===== src/source/exu_pkg.sv =====
// Execute slice shared definitions
package exu_pkg;

    // Word width and register address width fixed by RV32I
    localparam int XLEN      = 32;
    localparam int RF_AWIDTH = 5;

    // Major opcodes of the supported groups
    localparam logic [6:0] OPC_OP     = 7'b0110011;
    localparam logic [6:0] OPC_OP_IMM = 7'b0010011;
    localparam logic [6:0] OPC_LUI    = 7'b0110111;
    localparam logic [6:0] OPC_AUIPC  = 7'b0010111;
    localparam logic [6:0] OPC_BRANCH = 7'b1100011;
    localparam logic [6:0] OPC_JAL    = 7'b1101111;

    // ALU operation codes
    localparam logic [3:0] ALU_OPS_ADD       = 4'd0;
    localparam logic [3:0] ALU_OPS_SUB       = 4'd1;
    localparam logic [3:0] ALU_OPS_SLL       = 4'd2;
    localparam logic [3:0] ALU_OPS_SLT       = 4'd3;
    localparam logic [3:0] ALU_OPS_SLTU      = 4'd4;
    localparam logic [3:0] ALU_OPS_XOR       = 4'd5;
    localparam logic [3:0] ALU_OPS_SRL       = 4'd6;
    localparam logic [3:0] ALU_OPS_SRA       = 4'd7;
    localparam logic [3:0] ALU_OPS_OR        = 4'd8;
    localparam logic [3:0] ALU_OPS_AND       = 4'd9;
    // LUI passes the immediate straight through
    localparam logic [3:0] ALU_OPS_COPY_OPR2 = 4'd10;
    // JAL return address
    localparam logic [3:0] ALU_OPS_NEXT_PC   = 4'd11;

    // Branch conditions
    localparam logic [2:0] BR_OPS_NONE = 3'd0;
    localparam logic [2:0] BR_OPS_EQ   = 3'd1;
    localparam logic [2:0] BR_OPS_NE   = 3'd2;
    localparam logic [2:0] BR_OPS_LT   = 3'd3;
    localparam logic [2:0] BR_OPS_GE   = 3'd4;
    localparam logic [2:0] BR_OPS_LTU  = 3'd5;
    localparam logic [2:0] BR_OPS_GEU  = 3'd6;

    // ALU operand selects
    localparam logic ALU_OPR1_REG = 1'b0;
    localparam logic ALU_OPR1_PC  = 1'b1;
    localparam logic ALU_OPR2_REG = 1'b0;
    localparam logic ALU_OPR2_IMM = 1'b1;

    // R and I formats, rs2 doubles as the low immediate bits
    typedef struct packed {
        logic [6:0] funct7;
        logic [4:0] rs2;
        logic [4:0] rs1;
        logic [2:0] funct3;
        logic [4:0] rd;
        logic [6:0] opcode;
    } type_instr_ri_s;

    // B and J formats, immediate split around the register fields
    typedef struct packed {
        logic       imm_hi;
        logic [5:0] imm_mid;
        logic [4:0] rs2;
        logic [4:0] rs1;
        logic [2:0] funct3;
        logic [3:0] imm_lo;
        logic       imm_b11;
        logic [6:0] opcode;
    } type_instr_bj_s;

    typedef union packed {
        type_instr_ri_s ri;
        type_instr_bj_s bj;
    } type_instr_u;

endpackage : exu_pkg


===== src/source/id2exe_if.sv =====
// Decode to execute stage bundle
`timescale 1ns/1ns

interface id2exe_if;
    import exu_pkg::*;

    // Instruction qualifier and program counters
    logic                 valid;
    logic [XLEN-1:0]      pc;
    logic [XLEN-1:0]      pc_next;
    // Operand data
    logic [XLEN-1:0]      imm;
    logic [XLEN-1:0]      rs1_data;
    logic [XLEN-1:0]      rs2_data;
    // Register addresses, used by forwarding
    logic [RF_AWIDTH-1:0] rs1_addr;
    logic [RF_AWIDTH-1:0] rs2_addr;
    logic [RF_AWIDTH-1:0] rd_addr;
    // Execute controls
    logic [3:0]           alu_ops;
    logic [2:0]           branch_ops;
    logic                 jump_req;
    logic                 opr1_sel;
    logic                 opr2_sel;
    logic                 rd_wr_req;

    modport decode (
        output valid, pc, pc_next, imm, rs1_data, rs2_data, rs1_addr, rs2_addr, rd_addr,
        output alu_ops, branch_ops, jump_req, opr1_sel, opr2_sel, rd_wr_req
    );

    modport execute (
        input valid, pc, pc_next, imm, rs1_data, rs2_data, rs1_addr, rs2_addr, rd_addr,
        input alu_ops, branch_ops, jump_req, opr1_sel, opr2_sel, rd_wr_req
    );

    modport fwd (
        input valid, rs1_addr, rs2_addr
    );

endinterface : id2exe_if


===== src/source/execute.sv =====
// Execute stage ALU and branch unit
`timescale 1ns/1ns

module execute (
    id2exe_if.execute                       id2exe,
    input  logic                            fwd_wrb_rs1_i,
    input  logic                            fwd_wrb_rs2_i,
    input  logic [exu_pkg::XLEN-1:0]        wrb_rd_data_i,
    output logic [exu_pkg::XLEN-1:0]        ex_result_o,
    output logic                            ex_valid_o,
    output logic [exu_pkg::RF_AWIDTH-1:0]   ex_rd_addr_o,
    output logic                            ex_rd_wr_o,
    output logic                            redirect_o,
    output logic [exu_pkg::XLEN-1:0]        pc_new_o
);
    import exu_pkg::*;

    logic [XLEN-1:0] operand_rs1;
    logic [XLEN-1:0] operand_rs2;
    logic [XLEN-1:0] alu_opr1;
    logic [XLEN-1:0] alu_opr2;
    logic [4:0]      shift_amt;
    logic [XLEN:0]   cmp_diff;
    logic            cmp_zero;
    logic            cmp_neg;
    logic            cmp_overflow;
    logic            cmp_carry;
    logic            signed_lt;
    logic            branch_taken;

    // Writeback result overrides the stale register read
    assign operand_rs1 = fwd_wrb_rs1_i ? wrb_rd_data_i : id2exe.rs1_data;
    assign operand_rs2 = fwd_wrb_rs2_i ? wrb_rd_data_i : id2exe.rs2_data;

    // PC for AUIPC, immediate for OP-IMM, LUI and AUIPC
    assign alu_opr1 = (id2exe.opr1_sel == ALU_OPR1_PC) ? id2exe.pc : operand_rs1;
    assign alu_opr2 = (id2exe.opr2_sel == ALU_OPR2_IMM) ? id2exe.imm : operand_rs2;
    assign shift_amt = alu_opr2[4:0];

    // 33-bit subtract serves SUB, SLT(U) and every branch condition
    assign cmp_diff     = {1'b0, alu_opr1} - {1'b0, alu_opr2};
    assign cmp_zero     = ~|cmp_diff[XLEN-1:0];
    assign cmp_neg      = cmp_diff[XLEN-1];
    assign cmp_carry    = cmp_diff[XLEN];
    // Signs of the operands differ and the result sign disagrees with opr1
    assign cmp_overflow = (alu_opr1[XLEN-1] ^ alu_opr2[XLEN-1]) & (cmp_neg ^ alu_opr1[XLEN-1]);
    assign signed_lt    = cmp_neg ^ cmp_overflow;

    always_comb begin
        case (id2exe.alu_ops)
            ALU_OPS_ADD:       ex_result_o = alu_opr1 + alu_opr2;
            ALU_OPS_SUB:       ex_result_o = cmp_diff[XLEN-1:0];
            ALU_OPS_SLL:       ex_result_o = alu_opr1 << shift_amt;
            ALU_OPS_SLT:       ex_result_o = XLEN'(signed_lt);
            ALU_OPS_SLTU:      ex_result_o = XLEN'(cmp_carry);
            ALU_OPS_XOR:       ex_result_o = alu_opr1 ^ alu_opr2;
            ALU_OPS_SRL:       ex_result_o = alu_opr1 >> shift_amt;
            ALU_OPS_SRA:       ex_result_o = $unsigned($signed(alu_opr1) >>> shift_amt);
            ALU_OPS_OR:        ex_result_o = alu_opr1 | alu_opr2;
            ALU_OPS_AND:       ex_result_o = alu_opr1 & alu_opr2;
            ALU_OPS_COPY_OPR2: ex_result_o = alu_opr2;
            // Link value for JAL
            ALU_OPS_NEXT_PC:   ex_result_o = id2exe.pc_next;
            default:           ex_result_o = '0;
        endcase
    end

    // Branch condition from the compare flags
    always_comb begin
        case (id2exe.branch_ops)
            BR_OPS_EQ:  branch_taken = cmp_zero;
            BR_OPS_NE:  branch_taken = ~cmp_zero;
            BR_OPS_LT:  branch_taken = signed_lt;
            BR_OPS_GE:  branch_taken = ~signed_lt;
            // Borrow out means opr1 below opr2 unsigned
            BR_OPS_LTU: branch_taken = cmp_carry;
            BR_OPS_GEU: branch_taken = ~cmp_carry;
            default:    branch_taken = 1'b0;
        endcase
    end

    // Separate target adder, the ALU is busy with the compare or link value
    assign pc_new_o   = id2exe.pc + id2exe.imm;
    assign redirect_o = id2exe.valid & (id2exe.jump_req | branch_taken);

    // Toward the EX/WB register
    assign ex_valid_o   = id2exe.valid;
    assign ex_rd_addr_o = id2exe.rd_addr;
    assign ex_rd_wr_o   = id2exe.valid & id2exe.rd_wr_req;

endmodule : execute


===== src/source/exu_core_top.sv =====
// Integer execute slice top
`timescale 1ns/1ns

module exu_core_top (
    input  logic                            clk,
    input  logic                            reset_i,
    input  logic                            instr_valid_i,
    input  logic [31:0]                     instr_i,
    input  logic [exu_pkg::XLEN-1:0]        pc_i,
    output logic                            wb_valid_o,
    output logic [exu_pkg::RF_AWIDTH-1:0]   wb_rd_addr_o,
    output logic [exu_pkg::XLEN-1:0]        wb_rd_data_o,
    output logic                            wb_rd_wr_o,
    output logic                            redirect_o,
    output logic [exu_pkg::XLEN-1:0]        pc_new_o
);
    import exu_pkg::*;

    // Register file read ports
    logic [RF_AWIDTH-1:0] rf_rs1_addr;
    logic [RF_AWIDTH-1:0] rf_rs2_addr;
    logic [XLEN-1:0]      rf_rs1_data;
    logic [XLEN-1:0]      rf_rs2_data;
    // Execute result toward EX/WB
    logic [XLEN-1:0]      ex_result;
    logic                 ex_valid;
    logic [RF_AWIDTH-1:0] ex_rd_addr;
    logic                 ex_rd_wr;
    // Forward selects
    logic                 fwd_wrb_rs1;
    logic                 fwd_wrb_rs2;

    // ID/EX stage bundle
    id2exe_if id2exe ();

    instr_decode u_instr_decode (
        .clk           (clk),
        .reset_i       (reset_i),
        .instr_valid_i (instr_valid_i),
        .instr_i       (instr_i),
        .pc_i          (pc_i),
        .rf_rs1_addr_o (rf_rs1_addr),
        .rf_rs2_addr_o (rf_rs2_addr),
        .rf_rs1_data_i (rf_rs1_data),
        .rf_rs2_data_i (rf_rs2_data),
        .id2exe        (id2exe.decode)
    );

    // Written from the writeback stage
    reg_file u_reg_file (
        .clk        (clk),
        .reset_i    (reset_i),
        .rs1_addr_i (rf_rs1_addr),
        .rs2_addr_i (rf_rs2_addr),
        .rs1_data_o (rf_rs1_data),
        .rs2_data_o (rf_rs2_data),
        .wr_en_i    (wb_rd_wr_o),
        .wr_addr_i  (wb_rd_addr_o),
        .wr_data_i  (wb_rd_data_o)
    );

    execute u_execute (
        .id2exe        (id2exe.execute),
        .fwd_wrb_rs1_i (fwd_wrb_rs1),
        .fwd_wrb_rs2_i (fwd_wrb_rs2),
        .wrb_rd_data_i (wb_rd_data_o),
        .ex_result_o   (ex_result),
        .ex_valid_o    (ex_valid),
        .ex_rd_addr_o  (ex_rd_addr),
        .ex_rd_wr_o    (ex_rd_wr),
        .redirect_o    (redirect_o),
        .pc_new_o      (pc_new_o)
    );

    fwd_unit u_fwd_unit (
        .clk           (clk),
        .reset_i       (reset_i),
        .id2exe        (id2exe.fwd),
        .ex_valid_i    (ex_valid),
        .ex_rd_addr_i  (ex_rd_addr),
        .ex_rd_wr_i    (ex_rd_wr),
        .ex_result_i   (ex_result),
        .fwd_wrb_rs1_o (fwd_wrb_rs1),
        .fwd_wrb_rs2_o (fwd_wrb_rs2),
        .wb_valid_o    (wb_valid_o),
        .wb_rd_addr_o  (wb_rd_addr_o),
        .wb_rd_data_o  (wb_rd_data_o),
        .wb_rd_wr_o    (wb_rd_wr_o)
    );

endmodule : exu_core_top


===== src/source/fwd_unit.sv =====
// Writeback forwarding and EX/WB stage
`timescale 1ns/1ns

module fwd_unit (
    input  logic                            clk,
    input  logic                            reset_i,
    id2exe_if.fwd                           id2exe,
    input  logic                            ex_valid_i,
    input  logic [exu_pkg::RF_AWIDTH-1:0]   ex_rd_addr_i,
    input  logic                            ex_rd_wr_i,
    input  logic [exu_pkg::XLEN-1:0]        ex_result_i,
    output logic                            fwd_wrb_rs1_o,
    output logic                            fwd_wrb_rs2_o,
    output logic                            wb_valid_o,
    output logic [exu_pkg::RF_AWIDTH-1:0]   wb_rd_addr_o,
    output logic [exu_pkg::XLEN-1:0]        wb_rd_data_o,
    output logic                            wb_rd_wr_o
);
    logic wb_writes;

    // Only a live write to a real register can be forwarded
    assign wb_writes = wb_valid_o & wb_rd_wr_o & (wb_rd_addr_o != '0);

    assign fwd_wrb_rs1_o = id2exe.valid & wb_writes & (id2exe.rs1_addr == wb_rd_addr_o);
    assign fwd_wrb_rs2_o = id2exe.valid & wb_writes & (id2exe.rs2_addr == wb_rd_addr_o);

    // EX/WB control
    always_ff @(posedge clk) begin
        if (reset_i) begin
            wb_valid_o <= 1'b0;
            wb_rd_wr_o <= 1'b0;
        end else begin
            wb_valid_o <= ex_valid_i;
            wb_rd_wr_o <= ex_valid_i & ex_rd_wr_i;
        end
    end

    // EX/WB payload
    always_ff @(posedge clk) begin
        wb_rd_addr_o <= ex_rd_addr_i;
        wb_rd_data_o <= ex_result_i;
    end

endmodule : fwd_unit


===== src/source/instr_decode.sv =====
// Instruction decoder and ID/EX stage
`timescale 1ns/1ns

module instr_decode (
    input  logic                            clk,
    input  logic                            reset_i,
    input  logic                            instr_valid_i,
    input  exu_pkg::type_instr_u            instr_i,
    input  logic [exu_pkg::XLEN-1:0]        pc_i,
    output logic [exu_pkg::RF_AWIDTH-1:0]   rf_rs1_addr_o,
    output logic [exu_pkg::RF_AWIDTH-1:0]   rf_rs2_addr_o,
    input  logic [exu_pkg::XLEN-1:0]        rf_rs1_data_i,
    input  logic [exu_pkg::XLEN-1:0]        rf_rs2_data_i,
    id2exe_if.decode                        id2exe
);
    import exu_pkg::*;

    logic [XLEN-1:0] imm_i;
    logic [XLEN-1:0] imm_u;
    logic [XLEN-1:0] imm_b;
    logic [XLEN-1:0] imm_j;
    logic [XLEN-1:0] imm;
    logic [3:0]      alu_ops;
    logic [2:0]      branch_ops;
    logic            jump_req;
    logic            opr1_sel;
    logic            opr2_sel;
    logic            rd_wr_req;

    // funct3 to ALU code, alt picks SUB or SRA
    function automatic logic [3:0] alu_from_funct3(input logic [2:0] funct3, input logic alt);
        logic [3:0] ops;
        case (funct3)
            3'b000:  ops = alt ? ALU_OPS_SUB : ALU_OPS_ADD;
            3'b001:  ops = ALU_OPS_SLL;
            3'b010:  ops = ALU_OPS_SLT;
            3'b011:  ops = ALU_OPS_SLTU;
            3'b100:  ops = ALU_OPS_XOR;
            3'b101:  ops = alt ? ALU_OPS_SRA : ALU_OPS_SRL;
            3'b110:  ops = ALU_OPS_OR;
            default: ops = ALU_OPS_AND;
        endcase
        return ops;
    endfunction

    // Register file read addresses straight from the R/I view
    assign rf_rs1_addr_o = instr_i.ri.rs1;
    assign rf_rs2_addr_o = instr_i.ri.rs2;

    // I and U immediates from the R/I view
    assign imm_i = {{20{instr_i.ri.funct7[6]}}, instr_i.ri.funct7, instr_i.ri.rs2};
    assign imm_u = {instr_i.ri.funct7, instr_i.ri.rs2, instr_i.ri.rs1, instr_i.ri.funct3, 12'b0};
    // B and J immediates from the B/J view
    assign imm_b = {{20{instr_i.bj.imm_hi}}, instr_i.bj.imm_b11, instr_i.bj.imm_mid,
                    instr_i.bj.imm_lo, 1'b0};
    assign imm_j = {{12{instr_i.bj.imm_hi}}, instr_i.bj.rs1, instr_i.bj.funct3,
                    instr_i.bj.rs2[0], instr_i.bj.imm_mid, instr_i.bj.rs2[4:1], 1'b0};

    always_comb begin
        // Unknown opcodes fall through with no register write
        alu_ops    = ALU_OPS_ADD;
        branch_ops = BR_OPS_NONE;
        jump_req   = 1'b0;
        opr1_sel   = ALU_OPR1_REG;
        opr2_sel   = ALU_OPR2_REG;
        rd_wr_req  = 1'b0;
        imm        = imm_i;
        case (instr_i.ri.opcode)
            OPC_OP: begin
                alu_ops   = alu_from_funct3(instr_i.ri.funct3, instr_i.ri.funct7[5]);
                rd_wr_req = 1'b1;
            end
            OPC_OP_IMM: begin
                // funct7 only matters for SRAI here, ADDI never subtracts
                alu_ops   = alu_from_funct3(instr_i.ri.funct3,
                                            (instr_i.ri.funct3 == 3'b101) & instr_i.ri.funct7[5]);
                opr2_sel  = ALU_OPR2_IMM;
                rd_wr_req = 1'b1;
            end
            OPC_LUI: begin
                alu_ops   = ALU_OPS_COPY_OPR2;
                opr2_sel  = ALU_OPR2_IMM;
                imm       = imm_u;
                rd_wr_req = 1'b1;
            end
            OPC_AUIPC: begin
                opr1_sel  = ALU_OPR1_PC;
                opr2_sel  = ALU_OPR2_IMM;
                imm       = imm_u;
                rd_wr_req = 1'b1;
            end
            OPC_BRANCH: begin
                imm = imm_b;
                case (instr_i.bj.funct3)
                    3'b000:  branch_ops = BR_OPS_EQ;
                    3'b001:  branch_ops = BR_OPS_NE;
                    3'b100:  branch_ops = BR_OPS_LT;
                    3'b101:  branch_ops = BR_OPS_GE;
                    3'b110:  branch_ops = BR_OPS_LTU;
                    3'b111:  branch_ops = BR_OPS_GEU;
                    default: branch_ops = BR_OPS_NONE;
                endcase
            end
            OPC_JAL: begin
                alu_ops   = ALU_OPS_NEXT_PC;
                jump_req  = 1'b1;
                imm       = imm_j;
                rd_wr_req = 1'b1;
            end
            default: begin
                rd_wr_req = 1'b0;
            end
        endcase
    end

    // ID/EX control
    always_ff @(posedge clk) begin
        if (reset_i) begin
            id2exe.valid      <= 1'b0;
            id2exe.alu_ops    <= ALU_OPS_ADD;
            id2exe.branch_ops <= BR_OPS_NONE;
            id2exe.jump_req   <= 1'b0;
            id2exe.opr1_sel   <= ALU_OPR1_REG;
            id2exe.opr2_sel   <= ALU_OPR2_REG;
            id2exe.rd_wr_req  <= 1'b0;
        end else begin
            id2exe.valid      <= instr_valid_i;
            id2exe.alu_ops    <= alu_ops;
            id2exe.branch_ops <= branch_ops;
            id2exe.jump_req   <= jump_req;
            id2exe.opr1_sel   <= opr1_sel;
            id2exe.opr2_sel   <= opr2_sel;
            id2exe.rd_wr_req  <= rd_wr_req;
        end
    end

    // ID/EX payload, loaded with each new instruction
    always_ff @(posedge clk) begin
        if (instr_valid_i) begin
            id2exe.pc       <= pc_i;
            id2exe.pc_next  <= pc_i + XLEN'(4);
            id2exe.imm      <= imm;
            id2exe.rs1_data <= rf_rs1_data_i;
            id2exe.rs2_data <= rf_rs2_data_i;
            id2exe.rs1_addr <= instr_i.ri.rs1;
            id2exe.rs2_addr <= instr_i.ri.rs2;
            id2exe.rd_addr  <= instr_i.ri.rd;
        end
    end

endmodule : instr_decode


===== src/source/reg_file.sv =====
// Integer register file
`timescale 1ns/1ns

module reg_file (
    input  logic                            clk,
    input  logic                            reset_i,
    input  logic [exu_pkg::RF_AWIDTH-1:0]   rs1_addr_i,
    input  logic [exu_pkg::RF_AWIDTH-1:0]   rs2_addr_i,
    output logic [exu_pkg::XLEN-1:0]        rs1_data_o,
    output logic [exu_pkg::XLEN-1:0]        rs2_data_o,
    input  logic                            wr_en_i,
    input  logic [exu_pkg::RF_AWIDTH-1:0]   wr_addr_i,
    input  logic [exu_pkg::XLEN-1:0]        wr_data_i
);
    import exu_pkg::*;

    // x0 has no storage
    logic [XLEN-1:0] regs [1:31];
    logic            wr_active;

    // Read with x0 tied low and write-first bypass
    function automatic logic [XLEN-1:0] rd_port(input logic [RF_AWIDTH-1:0] addr);
        logic [XLEN-1:0] data;
        if (addr == '0) begin
            data = '0;
        end else if (wr_active && (wr_addr_i == addr)) begin
            data = wr_data_i;
        end else begin
            data = regs[addr];
        end
        return data;
    endfunction

    assign wr_active = wr_en_i & (wr_addr_i != '0);

    // Reevaluated on any change of the storage or the write port
    always_comb begin
        rs1_data_o = rd_port(rs1_addr_i);
        rs2_data_o = rd_port(rs2_addr_i);
    end

    always_ff @(posedge clk) begin
        if (reset_i) begin
            for (int i = 1; i < 32; i++) begin
                regs[i] <= '0;
            end
        end else if (wr_active) begin
            regs[wr_addr_i] <= wr_data_i;
        end
    end

endmodule : reg_file


===== config.mk =====
export PLATFORM = sky130hd
export DESIGN_NAME = exu_core_top
export DESIGN_NICKNAME = d
export VERILOG_FILES = /design/src/source/exu_pkg.sv /design/src/source/id2exe_if.sv /design/src/source/execute.sv /design/src/source/exu_core_top.sv /design/src/source/fwd_unit.sv /design/src/source/instr_decode.sv /design/src/source/reg_file.sv
export SDC_FILE = /design/constraint.sdc
export NUM_CORES = 2
export LEC_CHECK = 0
export BUFFER_PORTS_ARGS = -buffer_cell sky130_fd_sc_hd__buf_4
export CORE_MARGIN = 3
export CORE_UTILIZATION = 45
export CTS_BUF_LIST = sky130_fd_sc_hd__clkbuf_8 sky130_fd_sc_hd__clkbuf_16
export DETAILED_ROUTE_END_ITERATION = 7
export SETUP_SLACK_MARGIN = 0.4
export SLEW_MARGIN = 20
export SYNTH_ARGS = -nofsm -noshare
export SYNTH_HDL_FRONTEND = slang
export SYNTH_HIERARCHICAL = 1
export SYNTH_SLANG_ARGS = --single-unit

===== constraint.sdc =====
create_clock -name clk -period 7.1 [get_ports clk]
set_input_delay 0.355 -clock clk [delete_from_list [all_inputs] [get_ports clk]]
set_output_delay 0.355 -clock clk [all_outputs]
set_load 0.02 [all_outputs]

After elaboration in Yosys (flattened, before gate mapping)
Memory sizes are Yosys's and may differ from the RTL's.
Index checks and enable logic that the tools add are counted.
{"block": "classes", "div_mod_pow": 0, "order_cmp": 0, "muxes": 29, "n_bitwise": 21, "shifts": 3, "n_eq_ne": 34, "reduce_logical": 14, "n_addsub": 4, "n_mul": 0}
{"op": "$pmux 32 s12", "count": 1}
{"op": "$mux 32", "count": 7}
{"op": "$pmux 31 s3", "count": 1}
{"op": "$add 32x32->32", "count": 2}
{"op": "$reduce_or 32->1", "count": 2}
{"op": "$pmux 4 s7", "count": 2}
{"op": "$sub 32x32->33", "count": 1}
{"op": "$add 32x3->32 const B", "count": 1}
{"op": "$and 32x32->32", "count": 1}
{"op": "$or 32x32->32", "count": 1}
{"op": "$shl 32x5->32", "count": 1}
{"op": "$shr 32x5->32", "count": 1}
{"op": "$sshr 32x5->32", "count": 1}
{"op": "$xor 32x32->32", "count": 1}
{"op": "$eq 3x3->1 const B", "count": 7}
{"op": "$eq 5x5->1", "count": 4}
{"op": "$pmux 3 s6", "count": 1}
{"op": "$eq 4x3->1 const B", "count": 4}
{"op": "$eq 4x4->1 const B", "count": 4}
{"op": "$pmux 4 s4", "count": 1}
{"op": "$eq 7x5->1 const B", "count": 2}
{"op": "$eq 7x6->1 const B", "count": 2}
{"op": "$eq 7x7->1 const B", "count": 2}
{"op": "$mux 1", "count": 14}
{"op": "other kinds (19)", "count": 41}
{"block": "word_totals", "ramBits": 992, "output_inout_bits": 72, "regBits": 226, "romBits": 0, "latchBits": 0, "mem_count": 1, "inputBits": 67}
{"name": "u_reg_file.regs", "depth": 31, "width": 32, "rd": 2, "rd_clocked_by_memory_dff": 0, "write_ports": 31, "line": "reg_file.sv:18", "text": "logic [XLEN-1:0] regs [1:31];"}

Logic depth before layout (Yosys ltp)
{"block": "depth", "word_depth": 14, "depth_mapped": 33, "depth_no_buf": 28}

Modules after synthesis
The synthesis kept the hierarchy.
{"module": "reg_file", "area_each_um2": 55512.0, "cells_each": 3923, "instances": 1}
{"module": "execute", "area_each_um2": 11791.3, "cells_each": 1858, "instances": 1}
{"module": "instr_decode", "area_each_um2": 6658.9, "cells_each": 378, "instances": 1}
{"module": "fwd_unit", "area_each_um2": 925.9, "cells_each": 58, "instances": 1}

Worst setup path before layout
OpenSTA, ideal clock, no wires.
{"block": "synth_path", "kind": "register -> output", "startpoint": "register u_fwd_unit.wb_rd_wr_o", "endpoint": "output redirect_o", "path_stages_with_launch": 34, "setup_slack_ns": -0.655, "path_buffers": 6, "t_required_ns": 6.745, "t_arrival_ns": 7.400, "cell_sequence": "dfxtp_1 and3_1 o21ai_2 nor4_1 buf_2 buf_1 mux2i_1 o21a_1 clkbuf_1 clkbuf_1 clkbuf_1 ha_1 clkbuf_2 nor3_1 a221o_1 o221ai_1 a211o_1 o311ai_0 nand2_1 o21a_1 o21bai_1 a21oi_1 nor2_1 nor2_1 fa_1 nand3b_1 a221oi_1 nand3_1 nor4_1 and3_1 o2111ai_1 nor4_2 nand4_1 a31oi_1"}
{"block": "synth_via", "elab_chain_len": 14}
{"item": "start, declared", "line": "fwd_unit.sv:17", "text": "output logic wb_rd_wr_o"}
{"item": "start signal, assigned", "line": "fwd_unit.sv:34", "text": "wb_rd_wr_o <= ex_valid_i & ex_rd_wr_i;"}
{"item": "$and 1x1->1 (*) (2 in a row)", "line": "fwd_unit.sv:22", "text": "assign wb_writes = wb_valid_o & wb_rd_wr_o & (wb_rd_addr_o != '0);"}
{"item": "$and 1x1->1 (*) (2 in a row)", "line": "fwd_unit.sv:25", "text": "assign fwd_wrb_rs2_o = id2exe.valid & wb_writes & (id2exe.rs2_addr == wb_rd_addr_o);"}
{"item": "net fwd_wrb_rs2", "line": "exu_core_top.sv:31", "text": "logic fwd_wrb_rs2;"}
{"item": "$mux 32 (*)", "line": "execute.sv:33", "text": "assign operand_rs2 = fwd_wrb_rs2_i ? wrb_rd_data_i : id2exe.rs2_data;"}
{"item": "$mux 32 (*)", "line": "execute.sv:37", "text": "assign alu_opr2 = (id2exe.opr2_sel == ALU_OPR2_IMM) ? id2exe.imm : operand_rs2;"}
{"item": "$sub 32x32->33", "line": "execute.sv:41", "text": "assign cmp_diff = {1'b0, alu_opr1} - {1'b0, alu_opr2};"}
{"item": "$xor 1x1->1", "line": "execute.sv:46", "text": "assign cmp_overflow = (alu_opr1[XLEN-1] ^ alu_opr2[XLEN-1]) & (cmp_neg ^ alu_opr1[XLEN-1]);"}
{"item": "$and 1x1->1", "line": "execute.sv:46"}
{"item": "$xor 1x1->1", "line": "execute.sv:47", "text": "assign signed_lt = cmp_neg ^ cmp_overflow;"}
{"item": "$not 1->1", "line": "execute.sv:74", "text": "BR_OPS_GE: branch_taken = ~signed_lt;"}
{"item": "$pmux 1 s6 (*)", "line": "execute.sv:70", "text": "case (id2exe.branch_ops)"}
{"item": "$or 1x1->1 (*)", "line": "execute.sv:84", "text": "assign redirect_o = id2exe.valid & (id2exe.jump_req | branch_taken);"}
{"item": "$and 1x1->1 (*)", "line": "execute.sv:84"}
{"item": "end, declared", "line": "exu_core_top.sv:14", "text": "output logic redirect_o,"}
Mark *: on every way through the listed nets, which the timed path passes. The rest lies on a longest branch.

Final worst setup path
{"block": "layout_path", "startpoint": "register u_fwd_unit/wb_rd_addr_o[1] in the netlist's numbering", "endpoint": "output redirect_o"}
{"block": "layout_via", "elab_chain_len": 14}
{"item": "start, declared", "line": "fwd_unit.sv:15", "text": "output logic [exu_pkg::RF_AWIDTH-1:0] wb_rd_addr_o,"}
{"item": "start signal, assigned", "line": "fwd_unit.sv:40", "text": "wb_rd_addr_o <= ex_rd_addr_i;"}
{"item": "$reduce_bool 5->1", "line": "fwd_unit.sv:22"}
{"item": "$and 1x1->1", "line": "fwd_unit.sv:22"}
{"item": "$and 1x1->1", "line": "fwd_unit.sv:24", "text": "assign fwd_wrb_rs1_o = id2exe.valid & wb_writes & (id2exe.rs1_addr == wb_rd_addr_o);"}
{"item": "$and 1x1->1 (*)", "line": "fwd_unit.sv:24"}
{"item": "net fwd_wrb_rs1", "line": "exu_core_top.sv:30", "text": "logic fwd_wrb_rs1;"}
{"item": "$mux 32 (*)", "line": "execute.sv:32", "text": "assign operand_rs1 = fwd_wrb_rs1_i ? wrb_rd_data_i : id2exe.rs1_data;"}
{"item": "$mux 32 (*)", "line": "execute.sv:36", "text": "assign alu_opr1 = (id2exe.opr1_sel == ALU_OPR1_PC) ? id2exe.pc : operand_rs1;"}
{"item": "$sub 32x32->33", "line": "execute.sv:41"}
{"item": "$xor 1x1->1", "line": "execute.sv:46"}
{"item": "$and 1x1->1", "line": "execute.sv:46"}
{"item": "$xor 1x1->1", "line": "execute.sv:47"}
{"item": "$not 1->1", "line": "execute.sv:74"}
{"item": "$pmux 1 s6 (*)", "line": "execute.sv:70"}
{"item": "$or 1x1->1 (*)", "line": "execute.sv:84"}
{"item": "$and 1x1->1 (*)", "line": "execute.sv:84"}
Marked as above.

==> flow_summary.ini <==
[outcome]
status = finished, violations left
violations = negative setup slack

[finish]
seq_area_um2 = 37000
multi_input_area_um2 = 35500
stdcell_count = 8709
area_growth_syn_to_layout_pct = 13.2
nFillCells = 14400
stdcell_area_um2 = 84800
fin_nets = 6588
drive_above_1_share_pct = 20.6

[synthesis]
yosys-top-cells-count = edfxtp_1, and2_1, mux2i_1, clkbuf_1, mux4_2
yosys_warnings = 6
synth_largest_area_cell = edfxtp_1
synth_ff_type = edfxtp_1
synth_seq_area_share_pct = 49.4
ys_async_sr_fraction_pct = 0
synth_most_common_cell = edfxtp_1
synth_cell_types = 94
syn_inst = 6217
synthTopCellsByArea = edfxtp_1, mux4_2, and2_1
synth_seq_cells = 1248
synth_edf_count = 1197
syn_area_per_cell_um2 = 12.0
syn_area_um2 = 74900
synth_top_cell_area_share_pct = 48.0

[setup_path]
critical_path_arrival_ns = 7.53
reg2regPathDepth = 22
r2r_start = u_fwd_unit/wb_rd_addr_o[1]
critPathKind = reg2out
rrSetupSlack_ns = 0.91
start_kind = register
slowest_stage = or4_4
r2r_end = u_fwd_unit/wb_rd_data_o[30]
slowest_delay_ns = 0.54
cp.required_ns = 6.74
worstPathMaxFanout = 16
end_kind = output pin

[drt]
vias = 58000
first_iter_violations = 8315
first_pass_iters = 8
wire_per_inst_um = 36.0
drc = 0
ant_nets = 0
routed_wl_um = 313000
viasPerCell = 6.66

[clock_tree]
cts_tree = done
path_clk_slew_ns = 0.05
cts.path.max_buffers = 3
clock_latency_ns = 0.82
ctsHtreeMaxLevel = 4
cts_root_buf = clkbuf_16
cts_buffers = 143
clock-sinks = 1248

[power_and_ir_drop]
ir_worst_vdd_uv = 295
power_mw = 21.0
p_comb_share_pct = 23.7
p_clk_share_pct = 34.2
p_int_mw = 14.1
switching_power_mw = 6.92
p_sw_share_pct = 33.0
seq_power_share_pct = 42.1
power_density_nw_per_um2 = 248
p_leak_nw = 32.1

[placement]
port_buffers = 138
dp_hpwl_um = 206000
placed_cells = 8371
place_area_um2 = 79400
gp_congestion = 1.01

[sta]
fin_ws_ns = -0.786
slew_violations = 0
finalHoldViolations = 0
worst_pin_slew_ns = 1.24
fmax_mhz = 127
finalCritPeriodShare_pct = 111
finClkSkew_ns = 0.0365
rsz0062_at_grt = true
relSlewSlack_pct = 17.2
final.min_clock_period_ns = 7.89
setup_viol = 1

[floorplanning]
die_area_um2 = 171000
core_area_um2 = 165000
fp.dieW_um = 414
start_util_pct = 45.3
die_h_um = 414
boundaryPins = 139
placementRows = 149

[hold_path]
min_to = u_instr_decode/id2exe.imm[1]
hold_depth = 4
worstHoldStart = instr_i[3]
hold_path_class = in2reg

[global_routing]
first_global_vias = 55400
antenna_found_initial = 39
grt_max_degree = 92
track_usage_pct = 36.0
grt_pass1_wl_um = 434000
grt.overflow.total = 0

[run]
cap_viol_max_count = 0
metrics by stage:
step                TNS, ns  setup WS, ns  util [%]  hold WS, ns
floorplan                 0         0.413         -        0.416
global placement     -0.183        -0.183      48.1        0.361
detailed placement   -0.350        -0.350      48.1        0.330
CTS                  -0.798        -0.798      51.3      0.00231
global route          -1.12         -1.12      51.3       0.0410
finish               -0.786        -0.786      51.3       0.0612
critical path, delay by kind of cell, from the launching register on:
kind / cells / cell delay [ns]
muxes: 2 / 0.51
buffers and inverters: 4 / 0.68
DFF: 1 / 0.34
adders and majority gates: 2 / 0.78
AOI/OAI and AO/OA: 11 / 2.40
and+or+nand+nor: 12 / 2.02
power by group through the flow:
stage          clock network, mW  logic, mW  registers (mW)
2_1_floorplan                  0       2.59            8.92
3_3_place_gp                   0       4.78            8.97
3_5_place_dp                   0       4.78            8.97
4_1_cts                     7.29       4.86            8.82
5_1_grt                     7.60       5.19            8.86
6_report                    7.19       4.97            8.84
placed cells by master (no fill, tap or decap), types with 45 or more instances in the layout:
cell type,n
edfxtp_1,1197
and2_1,977
buf_4,499
mux2i_1,429
mux4_2,367
nand2_1,360
a21oi_1,241
nor2_1,233
o21ai_0,194
clkbuf_16,144
inv_1,138
ha_1,123
nor3_1,93
mux2_2,89
a22oi_1,85
a211oi_1,84
xnor2_1,73
o22ai_1,62
dlygate4sd3_1,55
nand3_1,53
o221ai_1,53
a21o_1,50
a221oi_1,48
dfxtp_1,45
how the worst max path moves through the flow:
| stage | start | to | slack [ns] | cells after the start |
|---|---|---|---|---|
| final | u_fwd_unit/wb_rd_addr_o[1] | redirect_o | -0.79 | 31 |
| after global routing | u_fwd_unit/wb_rd_addr_o[1] | redirect_o | -1.12 | 33 |
| after CTS | u_fwd_unit/wb_rd_addr_o[1] | redirect_o | -0.80 | 33 |
| after detailed placement | u_fwd_unit/wb_rd_addr_o[4] | redirect_o | -0.35 | 30 |
| after global placement | u_fwd_unit/wb_rd_addr_o[4] | redirect_o | -0.18 | 30 |
| after floorplan | u_fwd_unit/wb_rd_addr_o[1] | redirect_o | 0.41 | 33 |
layer usage:
layer	track usage, %	share of wire [%]
met1	48.6	39
met2	53.2	43
met3	8.52	11
met4	20.3	6.7
met5	0	0.028
registers in the layout (all words and copies together) (netlist names):
name                              flops
u_fwd_unit/wb_rd_addr_o               5
u_fwd_unit/wb_rd_data_o              32
u_fwd_unit/wb_rd_wr_o                 1
u_fwd_unit/wb_valid_o                 1
u_instr_decode/id2exe.alu_ops         4
u_instr_decode/id2exe.branch_ops      3
u_instr_decode/id2exe.imm            32
u_instr_decode/id2exe.jump_req        1
u_instr_decode/id2exe.opr1_sel        1
u_instr_decode/id2exe.opr2_sel        1
u_instr_decode/id2exe.pc             32
u_instr_decode/id2exe.pc_next        30
u_instr_decode/id2exe.rd_addr         5
u_instr_decode/id2exe.rd_wr_req       1
u_instr_decode/id2exe.rs1_addr        5
u_instr_decode/id2exe.rs1_data       32
u_instr_decode/id2exe.rs2_addr        5
u_instr_decode/id2exe.rs2_data       32
u_instr_decode/id2exe.valid           1
u_reg_file/regs                    1024
timing repair:
| action | CTS | global route |
|---|---|---|
| pin swaps | 13 | 8 |
| setup buffers | 4 | 2 |
| hold endpoints to repair | 98 | 0 |
| hold buffers | 55 | 0 |
| gates resized for setup | 30 | 7 |
| gates cloned | 0 | 0 |
| endpoints found under the setup margin | 1 | 1 |
final cells by class:
| type | instances | share of cell area (%) |
|---|---|---|
| tap | 2189 | 3.23 |
| clock buffer | 146 | 4.28 |
| multi-input combinational | 4309 | 41.9 |
| clock inverter | 112 | 1.01 |
| sequential | 1248 | 43.6 |
| inverter | 114 | 0.505 |
| antenna | 19 | 0.0561 |
| timing repair buffer | 572 | 5.40 |
cells by family (layout without fill, tap and decap cells):
kind of cell	Yosys count	in the layout	synth area share, %
xor gates and xnor gates	99	99	1.16
AOI/OAI and AO/OA	1129	1129	10.3
and+or+nand+nor	2029	2029	14.8
DFF	1248	1248	49.4
muxes	887	887	18.1
other	1	51	0.00501
buffers and inverters	691	944	3.98
adders and majority gates	133	133	2.26
Power figures use the tool's default switching activity.
